==> config.mk <==
export PLATFORM = sky130hd
export DESIGN_NAME = ccu_master_path
export DESIGN_NICKNAME = d
export VERILOG_FILES = /design/src/hdl/ccu_pkg.sv /design/src/hdl/ccu_read_decoder.sv /design/src/hdl/ccu_rr_arbiter.sv /design/src/hdl/ccu_line_tracker.sv /design/src/hdl/ccu_snoop_lane.sv /design/src/hdl/ccu_resp_router.sv /design/src/hdl/ccu_master_path.sv
export SDC_FILE = /design/constraint.sdc
export NUM_CORES = 1
export LEC_CHECK = 0
export ABC_AREA = 0
export CORE_ASPECT_RATIO = 1.5
export CORE_MARGIN = 4
export CORE_UTILIZATION = 50
export DETAILED_ROUTE_END_ITERATION = 12
export DONT_BUFFER_PORTS = 1
export GPL_TIMING_DRIVEN = 0
export PLACE_DENSITY_LB_ADDON = 0.05
export SLEW_MARGIN = 30
export SYNTH_ARGS = -nofsm -noshare
export SYNTH_HDL_FRONTEND = slang
export SYNTH_SLANG_ARGS = --single-unit
==> constraint.sdc <==
create_clock -name clk_i -period 13.82 [get_ports clk_i]
set_input_delay 2.073 -clock clk_i [delete_from_list [all_inputs] [get_ports clk_i]]
set_output_delay 2.073 -clock clk_i [all_outputs]
set_load 0.03 [all_outputs]
==> src/hdl/ccu_pkg.sv <==
package ccu_pkg;

  ////////////////////
  // Sizes
  ////////////////////

  localparam int unsigned NoMasters       = 2;
  localparam int unsigned MstSelWidth     = 1;
  localparam int unsigned AddrWidth       = 32;
  localparam int unsigned DataWidth       = 32;
  localparam int unsigned MstIdWidth      = 2;
  localparam int unsigned LenWidth        = 4;
  localparam int unsigned OpWidth         = 4;
  localparam int unsigned CmAddrBase      = 6;
  localparam int unsigned CmAddrWidth     = 26;
  localparam int unsigned TrackerDepth    = 4;
  localparam int unsigned TrackerIdxWidth = $clog2(TrackerDepth);

  ////////////////////
  // Encodings
  ////////////////////

  typedef enum logic [OpWidth-1:0] {
    READ_NO_SNOOP = 4'd0,
    READ_ONCE     = 4'd1,
    READ_SHARED   = 4'd2,
    READ_UNIQUE   = 4'd3,
    CLEAN_UNIQUE  = 4'd4,
    MAKE_UNIQUE   = 4'd5
  } ar_op_e;

  typedef enum logic {
    LANE_NOSNOOP = 1'b0,
    LANE_SNOOP   = 1'b1
  } lane_e;

  typedef enum logic [1:0] {
    FREE,
    WAIT_R,
    WAIT_ACK
  } entry_state_e;

  ////////////////////
  // Channels
  ////////////////////

  typedef logic [CmAddrWidth-1:0]     cm_addr_t;
  typedef logic [TrackerIdxWidth-1:0] trk_idx_t;

  typedef struct packed {
    logic [MstIdWidth-1:0] id;
    logic [AddrWidth-1:0]  addr;
    logic [LenWidth-1:0]   len;
    ar_op_e                op;
  } mst_ar_t;

  // Route tag travels in the memory ID
  typedef struct packed {
    lane_e                  lane;
    logic [MstSelWidth-1:0] master;
    logic [MstIdWidth-1:0]  id;
  } route_t;

  typedef struct packed {
    route_t               route;
    logic [AddrWidth-1:0] addr;
    logic [LenWidth-1:0]  len;
    ar_op_e               op;
  } ar_req_t;

  typedef struct packed {
    logic [MstIdWidth-1:0] id;
    logic [DataWidth-1:0]  data;
    logic                  last;
  } mst_r_t;

  typedef struct packed {
    route_t               route;
    logic [DataWidth-1:0] data;
    logic                 last;
  } mem_r_t;

endpackage

==> src/hdl/ccu_read_decoder.sv <==
`timescale 1ns/1ps

module ccu_read_decoder (
  input  logic             ar_valid_i,
  input  ccu_pkg::mst_ar_t ar_i,
  output logic             ar_ready_o,
  output logic [1:0]       lane_valid_o,
  input  logic [1:0]       lane_ready_i
);

  ccu_pkg::lane_e lane;

  // Opcode to lane
  always_comb begin
    case (ar_i.op)
      ccu_pkg::READ_NO_SNOOP: begin
        lane = ccu_pkg::LANE_NOSNOOP;
      end
      ccu_pkg::READ_ONCE,
      ccu_pkg::READ_SHARED,
      ccu_pkg::READ_UNIQUE,
      ccu_pkg::CLEAN_UNIQUE,
      ccu_pkg::MAKE_UNIQUE: begin
        lane = ccu_pkg::LANE_SNOOP;
      end
      // Unknown codes take the coherent path
      default: begin
        lane = ccu_pkg::LANE_SNOOP;
      end
    endcase
  end

  // Handshake follows the chosen lane only
  always_comb begin
    lane_valid_o       = 2'b00;
    lane_valid_o[lane] = ar_valid_i;
    ar_ready_o         = lane_ready_i[lane];
  end

endmodule

==> src/hdl/ccu_rr_arbiter.sv <==
`timescale 1ns/1ps

module ccu_rr_arbiter (
  input  logic                   clk_i,
  input  logic                   reset_i,
  input  logic [1:0]             req_valid_i,
  input  ccu_pkg::ar_req_t [1:0] req_i,
  output logic [1:0]             req_ready_o,
  output logic                   out_valid_o,
  output ccu_pkg::ar_req_t       out_o,
  input  logic                   out_ready_i,
  output logic                   grant_o
);

  logic prio_q;
  logic lock_q;
  logic grant_q;
  logic grant;

  // Locked grant wins, then priority input, then the other one
  always_comb begin
    if (lock_q) begin
      grant = grant_q;
    end else if (req_valid_i[prio_q]) begin
      grant = prio_q;
    end else if (req_valid_i[~prio_q]) begin
      grant = ~prio_q;
    end else begin
      grant = prio_q;
    end
  end

  always_comb begin
    out_valid_o        = req_valid_i[grant];
    out_o              = req_i[grant];
    req_ready_o        = 2'b00;
    req_ready_o[grant] = out_ready_i;
    grant_o            = grant;
  end

  always_ff @(posedge clk_i) begin
    if (reset_i) begin
      prio_q  <= 1'b0;
      lock_q  <= 1'b0;
      grant_q <= 1'b0;
    end else begin
      // Hold the grant while the output is stalled
      lock_q  <= out_valid_o && !out_ready_i;
      grant_q <= grant;
      if (out_valid_o && out_ready_i) begin
        prio_q <= ~grant;
      end
    end
  end

endmodule

==> src/hdl/ccu_line_tracker.sv <==
`timescale 1ns/1ps

module ccu_line_tracker (
  input  logic                                       clk_i,
  input  logic                                       reset_i,
  input  logic                                       alloc_i,
  input  ccu_pkg::ar_req_t                           alloc_req_i,
  output logic                                       can_accept_o,
  input  logic                                       r_fire_i,
  input  ccu_pkg::mem_r_t                            r_beat_i,
  input  logic [ccu_pkg::NoMasters-1:0]              rack_i,
  output logic [ccu_pkg::NoMasters-1:0]              cm_req_o,
  output ccu_pkg::cm_addr_t [ccu_pkg::NoMasters-1:0] cm_addr_o
);

  ccu_pkg::entry_state_e state_q [ccu_pkg::TrackerDepth];
  ccu_pkg::route_t       route_q [ccu_pkg::TrackerDepth];
  ccu_pkg::cm_addr_t     line_q  [ccu_pkg::TrackerDepth];

  // Per-master queue of completed entries in last-beat order
  ccu_pkg::trk_idx_t cpl_idx_q [ccu_pkg::NoMasters][ccu_pkg::TrackerDepth];
  ccu_pkg::trk_idx_t cpl_wr_q  [ccu_pkg::NoMasters];
  ccu_pkg::trk_idx_t cpl_rd_q  [ccu_pkg::NoMasters];
  ccu_pkg::trk_idx_t pop_idx   [ccu_pkg::NoMasters];

  logic [ccu_pkg::NoMasters-1:0]              cm_req_q;
  ccu_pkg::cm_addr_t [ccu_pkg::NoMasters-1:0] cm_addr_q;

  logic              free_found;
  logic              id_hit;
  logic              beat_hit;
  ccu_pkg::trk_idx_t free_idx;
  ccu_pkg::trk_idx_t beat_idx;

  ////////////////////
  // Lookup
  ////////////////////

  // Downward scan so the lowest index wins
  always_comb begin
    free_found = 1'b0;
    free_idx   = '0;
    id_hit     = 1'b0;
    beat_hit   = 1'b0;
    beat_idx   = '0;
    for (int i = ccu_pkg::TrackerDepth - 1; i >= 0; i--) begin
      if (state_q[i] == ccu_pkg::FREE) begin
        free_found = 1'b1;
        free_idx   = ccu_pkg::trk_idx_t'(i);
      end
      if (state_q[i] == ccu_pkg::WAIT_R &&
          route_q[i].master == alloc_req_i.route.master &&
          route_q[i].id == alloc_req_i.route.id) begin
        id_hit = 1'b1;
      end
      if (state_q[i] == ccu_pkg::WAIT_R &&
          route_q[i].master == r_beat_i.route.master &&
          route_q[i].id == r_beat_i.route.id) begin
        beat_hit = 1'b1;
        beat_idx = ccu_pkg::trk_idx_t'(i);
      end
    end
  end

  always_comb begin
    for (int m = 0; m < ccu_pkg::NoMasters; m++) begin
      pop_idx[m] = cpl_idx_q[m][cpl_rd_q[m]];
    end
  end

  assign can_accept_o = free_found && !id_hit;
  assign cm_req_o     = cm_req_q;
  assign cm_addr_o    = cm_addr_q;

  ////////////////////
  // State
  ////////////////////

  always_ff @(posedge clk_i) begin
    if (reset_i) begin
      for (int i = 0; i < ccu_pkg::TrackerDepth; i++) begin
        state_q[i] <= ccu_pkg::FREE;
      end
      for (int m = 0; m < ccu_pkg::NoMasters; m++) begin
        cpl_wr_q[m] <= '0;
        cpl_rd_q[m] <= '0;
      end
      cm_req_q <= '0;
    end else begin
      if (alloc_i) begin
        state_q[free_idx] <= ccu_pkg::WAIT_R;
      end
      if (r_fire_i && r_beat_i.last && beat_hit) begin
        state_q[beat_idx]                <= ccu_pkg::WAIT_ACK;
        cpl_wr_q[r_beat_i.route.master] <= cpl_wr_q[r_beat_i.route.master] + 1'b1;
      end
      for (int m = 0; m < ccu_pkg::NoMasters; m++) begin
        cm_req_q[m] <= rack_i[m];
        if (rack_i[m]) begin
          state_q[pop_idx[m]] <= ccu_pkg::FREE;
          cpl_rd_q[m]         <= cpl_rd_q[m] + 1'b1;
        end
      end
    end
  end

  always_ff @(posedge clk_i) begin
    if (alloc_i) begin
      route_q[free_idx] <= alloc_req_i.route;
      line_q[free_idx]  <= alloc_req_i.addr[ccu_pkg::CmAddrBase +: ccu_pkg::CmAddrWidth];
    end
    if (r_fire_i && r_beat_i.last && beat_hit) begin
      cpl_idx_q[r_beat_i.route.master][cpl_wr_q[r_beat_i.route.master]] <= beat_idx;
    end
    for (int m = 0; m < ccu_pkg::NoMasters; m++) begin
      if (rack_i[m]) begin
        cm_addr_q[m] <= line_q[pop_idx[m]];
      end
    end
  end

endmodule

==> src/hdl/ccu_snoop_lane.sv <==
`timescale 1ns/1ps

module ccu_snoop_lane (
  input  logic                                       clk_i,
  input  logic                                       reset_i,
  input  logic [1:0]                                 req_valid_i,
  input  ccu_pkg::ar_req_t [1:0]                     req_i,
  output logic [1:0]                                 req_ready_o,
  output logic                                       out_valid_o,
  output ccu_pkg::ar_req_t                           out_o,
  input  logic                                       out_ready_i,
  input  logic                                       r_fire_i,
  input  ccu_pkg::mem_r_t                            r_beat_i,
  input  logic [ccu_pkg::NoMasters-1:0]              rack_i,
  output logic [ccu_pkg::NoMasters-1:0]              cm_req_o,
  output ccu_pkg::cm_addr_t [ccu_pkg::NoMasters-1:0] cm_addr_o
);

  logic             arb_valid;
  logic             arb_ready;
  logic             arb_grant;
  logic             can_accept;
  ccu_pkg::ar_req_t arb_out;
  ccu_pkg::ar_req_t lane_req;

  ccu_rr_arbiter u_arbiter (
    .clk_i       (clk_i),
    .reset_i     (reset_i),
    .req_valid_i (req_valid_i),
    .req_i       (req_i),
    .req_ready_o (req_ready_o),
    .out_valid_o (arb_valid),
    .out_o       (arb_out),
    .out_ready_i (arb_ready),
    .grant_o     (arb_grant)
  );

  always_comb begin
    lane_req              = arb_out;
    lane_req.route.master = arb_grant;
  end

  // Stall toward memory while the tracker cannot take the read
  assign out_valid_o = arb_valid && can_accept;
  assign arb_ready   = out_ready_i && can_accept;
  assign out_o       = lane_req;

  ccu_line_tracker u_line_tracker (
    .clk_i        (clk_i),
    .reset_i      (reset_i),
    .alloc_i      (out_valid_o && out_ready_i),
    .alloc_req_i  (lane_req),
    .can_accept_o (can_accept),
    .r_fire_i     (r_fire_i),
    .r_beat_i     (r_beat_i),
    .rack_i       (rack_i),
    .cm_req_o     (cm_req_o),
    .cm_addr_o    (cm_addr_o)
  );

endmodule

==> src/hdl/ccu_resp_router.sv <==
`timescale 1ns/1ps

module ccu_resp_router (
  input  logic                                     clk_i,
  input  logic                                     reset_i,
  input  logic                                     mem_r_valid_i,
  input  ccu_pkg::mem_r_t                          mem_r_i,
  output logic                                     mem_r_ready_o,
  output logic [ccu_pkg::NoMasters-1:0]            r_valid_o,
  output ccu_pkg::mst_r_t [ccu_pkg::NoMasters-1:0] r_o,
  input  logic [ccu_pkg::NoMasters-1:0]            r_ready_i,
  output logic                                     snoop_fire_o,
  output ccu_pkg::mem_r_t                          snoop_beat_o
);

  logic [ccu_pkg::NoMasters-1:0]            valid_q;
  ccu_pkg::mst_r_t [ccu_pkg::NoMasters-1:0] r_q;
  logic [ccu_pkg::NoMasters-1:0]            slot_free;
  logic [ccu_pkg::MstSelWidth-1:0]          target;
  logic                                     mem_fire;

  // Slot can take a beat when empty or draining this cycle
  assign slot_free     = ~valid_q | r_ready_i;
  assign target        = mem_r_i.route.master;
  assign mem_r_ready_o = slot_free[target];
  assign mem_fire      = mem_r_valid_i && mem_r_ready_o;

  assign snoop_fire_o = mem_fire && (mem_r_i.route.lane == ccu_pkg::LANE_SNOOP);
  assign snoop_beat_o = mem_r_i;

  assign r_valid_o = valid_q;
  assign r_o       = r_q;

  always_ff @(posedge clk_i) begin
    if (reset_i) begin
      valid_q <= '0;
    end else begin
      for (int m = 0; m < ccu_pkg::NoMasters; m++) begin
        if (mem_fire && target == m) begin
          valid_q[m] <= 1'b1;
        end else if (r_ready_i[m]) begin
          valid_q[m] <= 1'b0;
        end
      end
    end
  end

  // Route collapses back to the master's own id
  always_ff @(posedge clk_i) begin
    for (int m = 0; m < ccu_pkg::NoMasters; m++) begin
      if (mem_fire && target == m) begin
        r_q[m].id   <= mem_r_i.route.id;
        r_q[m].data <= mem_r_i.data;
        r_q[m].last <= mem_r_i.last;
      end
    end
  end

endmodule

==> src/hdl/ccu_master_path.sv <==
`timescale 1ns/1ps

module ccu_master_path (
  input  logic                                       clk_i,
  input  logic                                       reset_i,
  input  logic [ccu_pkg::NoMasters-1:0]              ar_valid_i,
  input  ccu_pkg::mst_ar_t [ccu_pkg::NoMasters-1:0]  ar_i,
  output logic [ccu_pkg::NoMasters-1:0]              ar_ready_o,
  output logic [ccu_pkg::NoMasters-1:0]              r_valid_o,
  output ccu_pkg::mst_r_t [ccu_pkg::NoMasters-1:0]   r_o,
  input  logic [ccu_pkg::NoMasters-1:0]              r_ready_i,
  input  logic [ccu_pkg::NoMasters-1:0]              rack_i,
  output logic                                       mem_ar_valid_o,
  output ccu_pkg::ar_req_t                           mem_ar_o,
  input  logic                                       mem_ar_ready_i,
  input  logic                                       mem_r_valid_i,
  input  ccu_pkg::mem_r_t                            mem_r_i,
  output logic                                       mem_r_ready_o,
  output logic [ccu_pkg::NoMasters-1:0]              cm_req_o,
  output ccu_pkg::cm_addr_t [ccu_pkg::NoMasters-1:0] cm_addr_o
);

  logic [1:0] dec_valid [ccu_pkg::NoMasters];
  logic [1:0] dec_ready [ccu_pkg::NoMasters];

  ccu_pkg::ar_req_t [ccu_pkg::NoMasters-1:0] lane_req;
  logic [ccu_pkg::NoMasters-1:0]             snoop_valid, snoop_ready;
  logic [ccu_pkg::NoMasters-1:0]             nosnoop_valid, nosnoop_ready;

  logic             snoop_out_valid, snoop_out_ready;
  logic             nosnoop_out_valid, nosnoop_out_ready;
  logic             nosnoop_grant;
  ccu_pkg::ar_req_t snoop_out, nosnoop_arb_out, nosnoop_out;

  logic [1:0]             mem_req_valid, mem_req_ready;
  ccu_pkg::ar_req_t [1:0] mem_req;
  ccu_pkg::ar_req_t       mem_arb_out;
  logic                   mem_grant;

  logic            snoop_fire;
  ccu_pkg::mem_r_t snoop_beat;

  ////////////////////
  // Decode
  ////////////////////

  ccu_read_decoder u_decoder_0 (
    .ar_valid_i   (ar_valid_i[0]),
    .ar_i         (ar_i[0]),
    .ar_ready_o   (ar_ready_o[0]),
    .lane_valid_o (dec_valid[0]),
    .lane_ready_i (dec_ready[0])
  );

  ccu_read_decoder u_decoder_1 (
    .ar_valid_i   (ar_valid_i[1]),
    .ar_i         (ar_i[1]),
    .ar_ready_o   (ar_ready_o[1]),
    .lane_valid_o (dec_valid[1]),
    .lane_ready_i (dec_ready[1])
  );

  // Master field is filled after arbitration
  always_comb begin
    for (int m = 0; m < ccu_pkg::NoMasters; m++) begin
      lane_req[m].route.lane   = ccu_pkg::LANE_NOSNOOP;
      lane_req[m].route.master = '0;
      lane_req[m].route.id     = ar_i[m].id;
      lane_req[m].addr         = ar_i[m].addr;
      lane_req[m].len          = ar_i[m].len;
      lane_req[m].op           = ar_i[m].op;
      snoop_valid[m]           = dec_valid[m][ccu_pkg::LANE_SNOOP];
      nosnoop_valid[m]         = dec_valid[m][ccu_pkg::LANE_NOSNOOP];
      dec_ready[m][ccu_pkg::LANE_SNOOP]   = snoop_ready[m];
      dec_ready[m][ccu_pkg::LANE_NOSNOOP] = nosnoop_ready[m];
    end
  end

  ////////////////////
  // Lanes
  ////////////////////

  ccu_snoop_lane u_snoop_lane (
    .clk_i       (clk_i),
    .reset_i     (reset_i),
    .req_valid_i (snoop_valid),
    .req_i       (lane_req),
    .req_ready_o (snoop_ready),
    .out_valid_o (snoop_out_valid),
    .out_o       (snoop_out),
    .out_ready_i (snoop_out_ready),
    .r_fire_i    (snoop_fire),
    .r_beat_i    (snoop_beat),
    .rack_i      (rack_i),
    .cm_req_o    (cm_req_o),
    .cm_addr_o   (cm_addr_o)
  );

  ccu_rr_arbiter u_nosnoop_arbiter (
    .clk_i       (clk_i),
    .reset_i     (reset_i),
    .req_valid_i (nosnoop_valid),
    .req_i       (lane_req),
    .req_ready_o (nosnoop_ready),
    .out_valid_o (nosnoop_out_valid),
    .out_o       (nosnoop_arb_out),
    .out_ready_i (nosnoop_out_ready),
    .grant_o     (nosnoop_grant)
  );

  always_comb begin
    nosnoop_out              = nosnoop_arb_out;
    nosnoop_out.route.master = nosnoop_grant;
  end

  ////////////////////
  // Memory port
  ////////////////////

  assign mem_req_valid[ccu_pkg::LANE_SNOOP]   = snoop_out_valid;
  assign mem_req_valid[ccu_pkg::LANE_NOSNOOP] = nosnoop_out_valid;
  assign mem_req[ccu_pkg::LANE_SNOOP]         = snoop_out;
  assign mem_req[ccu_pkg::LANE_NOSNOOP]       = nosnoop_out;
  assign snoop_out_ready   = mem_req_ready[ccu_pkg::LANE_SNOOP];
  assign nosnoop_out_ready = mem_req_ready[ccu_pkg::LANE_NOSNOOP];

  ccu_rr_arbiter u_mem_arbiter (
    .clk_i       (clk_i),
    .reset_i     (reset_i),
    .req_valid_i (mem_req_valid),
    .req_i       (mem_req),
    .req_ready_o (mem_req_ready),
    .out_valid_o (mem_ar_valid_o),
    .out_o       (mem_arb_out),
    .out_ready_i (mem_ar_ready_i),
    .grant_o     (mem_grant)
  );

  always_comb begin
    mem_ar_o            = mem_arb_out;
    mem_ar_o.route.lane = ccu_pkg::lane_e'(mem_grant);
  end

  ccu_resp_router u_resp_router (
    .clk_i         (clk_i),
    .reset_i       (reset_i),
    .mem_r_valid_i (mem_r_valid_i),
    .mem_r_i       (mem_r_i),
    .mem_r_ready_o (mem_r_ready_o),
    .r_valid_o     (r_valid_o),
    .r_o           (r_o),
    .r_ready_i     (r_ready_i),
    .snoop_fire_o  (snoop_fire),
    .snoop_beat_o  (snoop_beat)
  );

endmodule

Word-level counts from Yosys, hierarchy flattened
Memory sizes are Yosys's and may differ from the RTL's. A register that Yosys moved wholly into a read port is not among the register bits.
Index checks and enable logic that the tools add are counted.
{ "totals": {"regBits": 83, "mem_bits_rw": 152, "in_bits": 131, "output_inout_bits": 174, "wordCells": 258, "mem_count": 6} }
{ "classes": {"add_sub_neg": 3, "n_lt_le_gt_ge": 21, "n_eq_ne": 20, "muxes": 116, "bitwise": 19, "n_reduce_logical": 55} }
{ "memory_table": {"columns": ["memory", "depth", "word_bits", "read_ports", "rd_clocked_by_memory_dff", "wr", "line", "rtl"], "rows": [
  ["u_snoop_lane.u_line_tracker.line_q", 4, 26, 2, 2, 1, "ccu_line_tracker.sv:18", "ccu_pkg::cm_addr_t line_q [ccu_pkg::TrackerDepth];"],
  ["u_snoop_lane.u_line_tracker.cpl_idx_q", 2, 8, 2, 0, 1, "ccu_line_tracker.sv:21", "ccu_pkg::trk_idx_t cpl_idx_q [ccu_pkg::NoMasters][ccu_pkg::TrackerDepth];"],
  ["u_snoop_lane.u_line_tracker.route_q", 4, 4, 4, 0, 1, "ccu_line_tracker.sv:17", "ccu_pkg::route_t route_q [ccu_pkg::TrackerDepth];"],
  ["u_snoop_lane.u_line_tracker.state_q", 4, 2, 4, 0, 4, "ccu_line_tracker.sv:16", "ccu_pkg::entry_state_e state_q [ccu_pkg::TrackerDepth];"],
  ["u_snoop_lane.u_line_tracker.cpl_rd_q", 2, 2, 2, 0, 2, "ccu_line_tracker.sv:23", "ccu_pkg::trk_idx_t cpl_rd_q [ccu_pkg::NoMasters];"],
  ["u_snoop_lane.u_line_tracker.cpl_wr_q", 2, 2, 1, 0, 2, "ccu_line_tracker.sv:22", "ccu_pkg::trk_idx_t cpl_wr_q [ccu_pkg::NoMasters];"]
]} }
{ "ops": {"columns": ["operator", "count"], "rows": [
  ["$mux W42", 3],
  ["$mux W43", 2],
  ["$mux W1", 77],
  ["$mux W2", 24],
  ["$mux W44", 1],
  ["$logic_and A1 B1 Y1", 38],
  ["$lt A1 B2 Y1 const B", 12],
  ["$eq A2 B2 Y1", 8],
  ["$and A2 B2 Y2", 5],
  ["$reduce_or A2 Y1", 5],
  ["$ge A3 B3 Y1 const B", 3],
  ["$not A2 Y3", 3],
  ["$bmux W2 S2", 2],
  ["$eq A1 B1 Y1", 8],
  ["$eq A2 B1 Y1 const B", 4],
  ["$logic_not A2 Y1", 4],
  ["$logic_not A4 Y1", 2],
  ["$mux W8", 1],
  ["$not A1 Y1", 7],
  ["$add A2 B1 Y2 const B", 3],
  ["$demux W1 S1", 5],
  ["$ge A1 B1 Y1 const B", 5],
  ["$demux W2 S2", 1],
  ["$logic_not A1 Y1", 4],
  ["other kinds (5)", 7]
]} }

Logic depth before layout (Yosys ltp)
{ "depth": {"ltp_word": 39, "mapped_depth": 11, "mapped_depth_nobuf": 9} }

Cells and area by module
A second synthesis with hierarchy kept.
{ "unflattened": {"cells_unflattened": 751, "area_unflattened_um2": 13112.6} }
{ "by_module_without_submodules": {"columns": ["module", "n_inst", "cells_each", "area_per_inst_um2", "seq_area_each_um2"], "rows": [
  ["ccu_line_tracker", 1, 399, 8277.9, 5965.7],
  ["ccu_resp_router", 1, 122, 2498.6, 2142.1],
  ["ccu_rr_arbiter", 3, 72, 739.5, 60.1],
  ["ccu_read_decoder", 2, 4, 40.0, 0.0],
  ["ccu_snoop_lane", 1, 4, 26.3, 0.0],
  ["ccu_master_path", 1, 2, 11.3, 0.0]
]} }

Least setup slack after synthesis
No wires, ideal clock.
{ "synth_path": {"path_kind": "input to register", "from": "input ar_i[1] (netlist name)", "to": "memory u_snoop_lane.u_line_tracker.line_q[3][0] (netlist name), enable pin", "setup_time_ps": 502, "t_arrival_ps": 7267, "required_ps": 13318, "path_slack_ps": 6051, "cell_stages": 8, "path_buffers": 0, "cell_sequence": "o41a_1 > nor4b_2 > nor3_2 > inv_2 > mux2_1 > o22a_1 > nor4_1 > nor4b_1"} }
{ "synth_via": {"elab_chain_cells": 36, "elab_cells_between_ends": 67} }
{ "synth_rtl": {"columns": ["element", "line", "rtl"], "rows": [
  ["from (decl)", "ccu_master_path.sv:7", "input ccu_pkg::mst_ar_t [ccu_pkg::NoMasters-1:0] ar_i,"],
  ["$logic_not A4 Y1 *", "ccu_read_decoder.sv:15", "case (ar_i.op)"],
  ["$mux W1 *", "ccu_read_decoder.sv:15", null],
  ["$lt A1 B2 Y1 (implied by the code) / $ge A1 B1 Y1 (equally long branches)", "ccu_read_decoder.sv:36", "lane_valid_o[lane] = ar_valid_i;"],
  ["$logic_and A1 B1 Y1 (implied by the code)", "ccu_read_decoder.sv:36", null],
  ["$mux W1 (implied by the code)", "ccu_read_decoder.sv:36", null],
  ["$demux W1 S1 *", null, null],
  ["$and A2 B2 Y2 (no source line) *", null, null],
  ["$mux W1 (implied by the code) (2 in a row)", "ccu_rr_arbiter.sv:26", "end else if (req_valid_i[~prio_q]) begin"],
  ["[19 not listed]", null, null],
  ["$lt A1 B2 Y1 (implied by the code) / $ge A1 B1 Y1 (equally long branches)", "ccu_rr_arbiter.sv:37", "req_ready_o[grant] = out_ready_i;"],
  ["$logic_and A1 B1 Y1 (implied by the code)", "ccu_rr_arbiter.sv:37", null],
  ["$mux W1 (implied by the code)", "ccu_rr_arbiter.sv:37", null],
  ["$demux W1 S1", null, null],
  ["$and A2 B2 Y2 (no source line)", null, null],
  ["$logic_and A1 B1 Y1 *", "ccu_snoop_lane.sv:51", ".alloc_i (out_valid_o && out_ready_i),"],
  ["$mux W1 *", "ccu_line_tracker.sv:108", "if (alloc_i) begin"],
  ["$mux W1 (implied by the code) *", "ccu_line_tracker.sv:110", "line_q[free_idx] <= alloc_req_i.addr[ccu_pkg::CmAddrBase +: ccu_pkg::CmAddrWidth];"],
  ["to (decl)", "ccu_line_tracker.sv:18", null]
]} }
Every way passes the cells marked *; elsewhere a longest branch is shown, timed or not. The select of a mux whose other input is x is not followed.

==> reports/metrics.cfg <==
[clocking]
cts_num_sinks = 283
clockBufferDepth = 3
htreeDepth = 1
clock_latency_ps = 520
post-cts-setup-buffers = 0
ctsHoldBuffers = 0
cts_made_buffers = 26
root_buffer = clkbuf_16
clkSlewWorstSetupHoldPaths_ps = 60
postCtsResizedCells = 0
cts_tree = built

[worst_setup_path]
cp.buffers_inverters = 3
worstPathMaxFanout = 10
criticalPathCategory = in -> out
critPathLaunchType = input pin
path_cells = nor4_4 > o31ai_1 > nor3_2 > inv_2 > mux2_1 > o22a_1 > or4b_1 > clkbuf_1 > mux2i_4 > buf_6 > mux2_1
end_kind = primary output
crit_required_ps = 11750
r2r_slack_ps = 9630
slowest_delay_ps = 600
cp_slowest_cell = nor3_2
cp_top_family = simple AND/OR/NAND/NOR gates
cp_data_arrival_time_ps = 6170
crit_path_frequent_cell = mux2_1

[synthesis]
synthFlopType = edfxtp_1
yosys.area_share.simple_pct = 8.055
syn_area_um2 = 12050
ys_seq_area_share_pct = 68.76
synth_xor_area_share_pct = 1.744
synth_top_cells_by_area = edfxtp_1 65%, mux4_2 10%, mux2_1 4.0%
synth_top_family_by_area = multiplexers
yosysTopAreaCellShare_pct = 65.27
synth_area_leader_cell = edfxtp_1
yosysWarningCount = 0
async_flop_share_pct = 0
ys_ff_latch = 283
synth_mux_area_share_pct = 15.52
syn_inst = 733
synth_nets = 868
synth_area_per_cell_um2 = 16.44
synth_compound_area_share_pct = 3.508
synth_cell_type_count = 60
synth_fa_ha_area_share_pct = 0.5813
synth_edf_count = 262

[timing]
setup_ws_ps = 5576
max_freq_ghz = 0.1213
worst_pin_slew_ps = 968.0
min_period_ps = 8244
skew_ps = 7.623
tns_ps = 0
hold_viol = 0
whs_ps = 478.3
rsz0062_at_grt = no
finalSetupViolCount = 0
post-route-period-util_pct = 59.65
drv_slew = 0
relSlewSlack_pct = 35.47

[power]
leakage_nw = 4.650
p_per_area_nw_per_um2 = 152.5
power.total_mw = 2.068
ir_worst_vdd_mv = 0.1109

[die]
die_h_um = 198.2
rows = 69
ios = 305
die_w_um = 134.8
start_util_pct = 50.77
dieArea_um2 = 26710
core-area_um2 = 23740

[global_route]
grt_max_degree = 31
grt_overflow_total = 0
grt_pass1_vias = 7077
gr-usage-all-layers_pct = 20.89
grt_pass1_wl_um = 42150
antenna_found_initial = 0

[cells_and_area]
layout-drive-gt1-share_pct = 18.63
n_fill_cell = 1810
multi_input_area_um2 = 3572
layout_commonest_cell = edfxtp_1
layout_common_cells = 262 x edfxtp_1, 102 x nand2_1, 56 x mux4_2, 43 x mux2_1, 27 x clkbuf_16
regArea_um2 = 8288
n_antenna_cell = 0
fin_cells = 1124
area_delta_synth_final_pct = 12.48
final_nets = 920

[routing]
drt-total-wl_um = 28390
ant_nets = 0
vias = 6604
via_per_inst = 5.875
drt-initial-drc-count = 481
drtPass1Iterations = 5
drc = 0
post_drt_wl_per_cell_um = 25.26

[placed_design]
place_congestion = 0.8451
dpl.cell_count = 1076
dpl_worst_slack_ps = 5530
dp_hpwl_um = 20740
port_buffers = 0

[worst_hold_path]
hp-class = reg -> reg

[run_status]
status = finished, final reports clean

[flow_run]
drv.max_cap_violation_count = 0

==> report_power, final <==
part,switching [mW],internal [mW]
logic,0.167,0.0982
registers,0.0799,1.01
clock network,0.295,0.422
total,0.542,1.53
==> registers in the layout (all words and copies together), names as in the netlist, 2 cells and up <==
| name | cells |
|---|---|
| u_resp_router.r_o | 70 |
| u_snoop_lane.u_line_tracker.cm_req_o | 2 |
| u_snoop_lane.u_line_tracker.cpl_idx_q | 16 |
| u_snoop_lane.u_line_tracker.cm_addr_o | 52 |
| u_snoop_lane.u_line_tracker.cpl_rd_q | 4 |
| u_resp_router.r_valid_o | 2 |
| u_snoop_lane.u_line_tracker.line_q | 104 |
| u_snoop_lane.u_line_tracker.route_q | 12 |
| u_snoop_lane.u_line_tracker.cpl_wr_q | 4 |
| u_snoop_lane.u_line_tracker.state_q | 8 |
==> cell usage after synthesis, drive strengths merged (3+ instances only) <==
| library cell | number |
|---|---|
| clkbuf | 20 |
| edfxtp | 262 |
| buf | 13 |
| dfxtp | 21 |
| o31ai | 7 |
| o211ai | 3 |
| xor2 | 10 |
| o21a | 4 |
| inv | 15 |
| a31oi | 3 |
| nor3b | 3 |
| nand3 | 6 |
| nand2b | 3 |
| nor2 | 26 |
| nor2b | 11 |
| nor4 | 8 |
| mux2 | 45 |
| a211o | 4 |
| ha | 4 |
| o21ai | 6 |
| nand2 | 102 |
| a21oi | 13 |
| mux2i | 9 |
| xnor2 | 14 |
| and3 | 7 |
| or2 | 5 |
| mux4 | 56 |
| nor3 | 11 |
| nand4 | 3 |
| and2 | 11 |
==> cell families (layout without fill, tap and decap cells) <==
kind of cell,after synthesis,in the layout
simple gates,203,203
xor+xnor,24,24
buf+inv,48,120
fa+ha+maj,6,6
compound gates,59,59
flops,283,283
mux,110,110
==> routing by layer <==
layer,up-vias,global-route usage (%),wire (um)
met5,-,0,0
met4,0,5.774,619
met3,45,3.610,1641
met2,220,39.34,15740
met1,3392,24.39,10390
li1,2947,-,-
==> final timing paths <==
check / start / end / depth (start not counted)
worst min-delay path: u_nosnoop_arbiter.prio_q$_SDFFE_PP0P_ / u_nosnoop_arbiter.prio_q$_SDFFE_PP0P_ / 2
worst min register to register: u_nosnoop_arbiter.prio_q$_SDFFE_PP0P_ / u_nosnoop_arbiter.prio_q$_SDFFE_PP0P_ / 2
worst max-delay path: ar_i[43] / mem_ar_o[11] / 11
worst max register to register: u_snoop_lane.u_arbiter.lock_q$_SDFF_PP0_ / u_snoop_lane.u_line_tracker.line_q[1][1]$_DFFE_PP_ / 12
==> cell type report <==
| type | instances | share of cell area [%] |
|---|---|---|
| Inverter | 15 | 0.4153 |
| Buffer | 33 | 1.255 |
| Timing Repair Buffer | 24 | 1.486 |
| Multi-Input combinational cell | 402 | 26.35 |
| Clock inverter | 10 | 0.7660 |
| Sequential cell | 283 | 61.13 |
| Clock buffer | 38 | 5.657 |
| Tap cell | 319 | 2.944 |
==> worst reg2reg max path, cell delays in order, from the launching register on <==
cell and delay [ps]:
dfxtp_1 380, nand2_1 140, o31ai_1 120, nor3_2 600, inv_2 200, mux2_1 360, o22a_1 280, nor3_1 470
o21ai_0 310, nor3_2 430, buf_4 260, buf_4 200, buf_6 160
==> stage by stage <==
| step | utilization, % | instance area [um2] |
|---|---|---|
| global route | 57.11 | 13560 |
| finish | 57.11 | 13560 |
| detailed placement | 53.42 | 12680 |
| global placement | 52.45 | 12450 |
| floorplan | - | 12050 |
| CTS | 57.09 | 13550 |
Power figures use the tool's default switching activity.
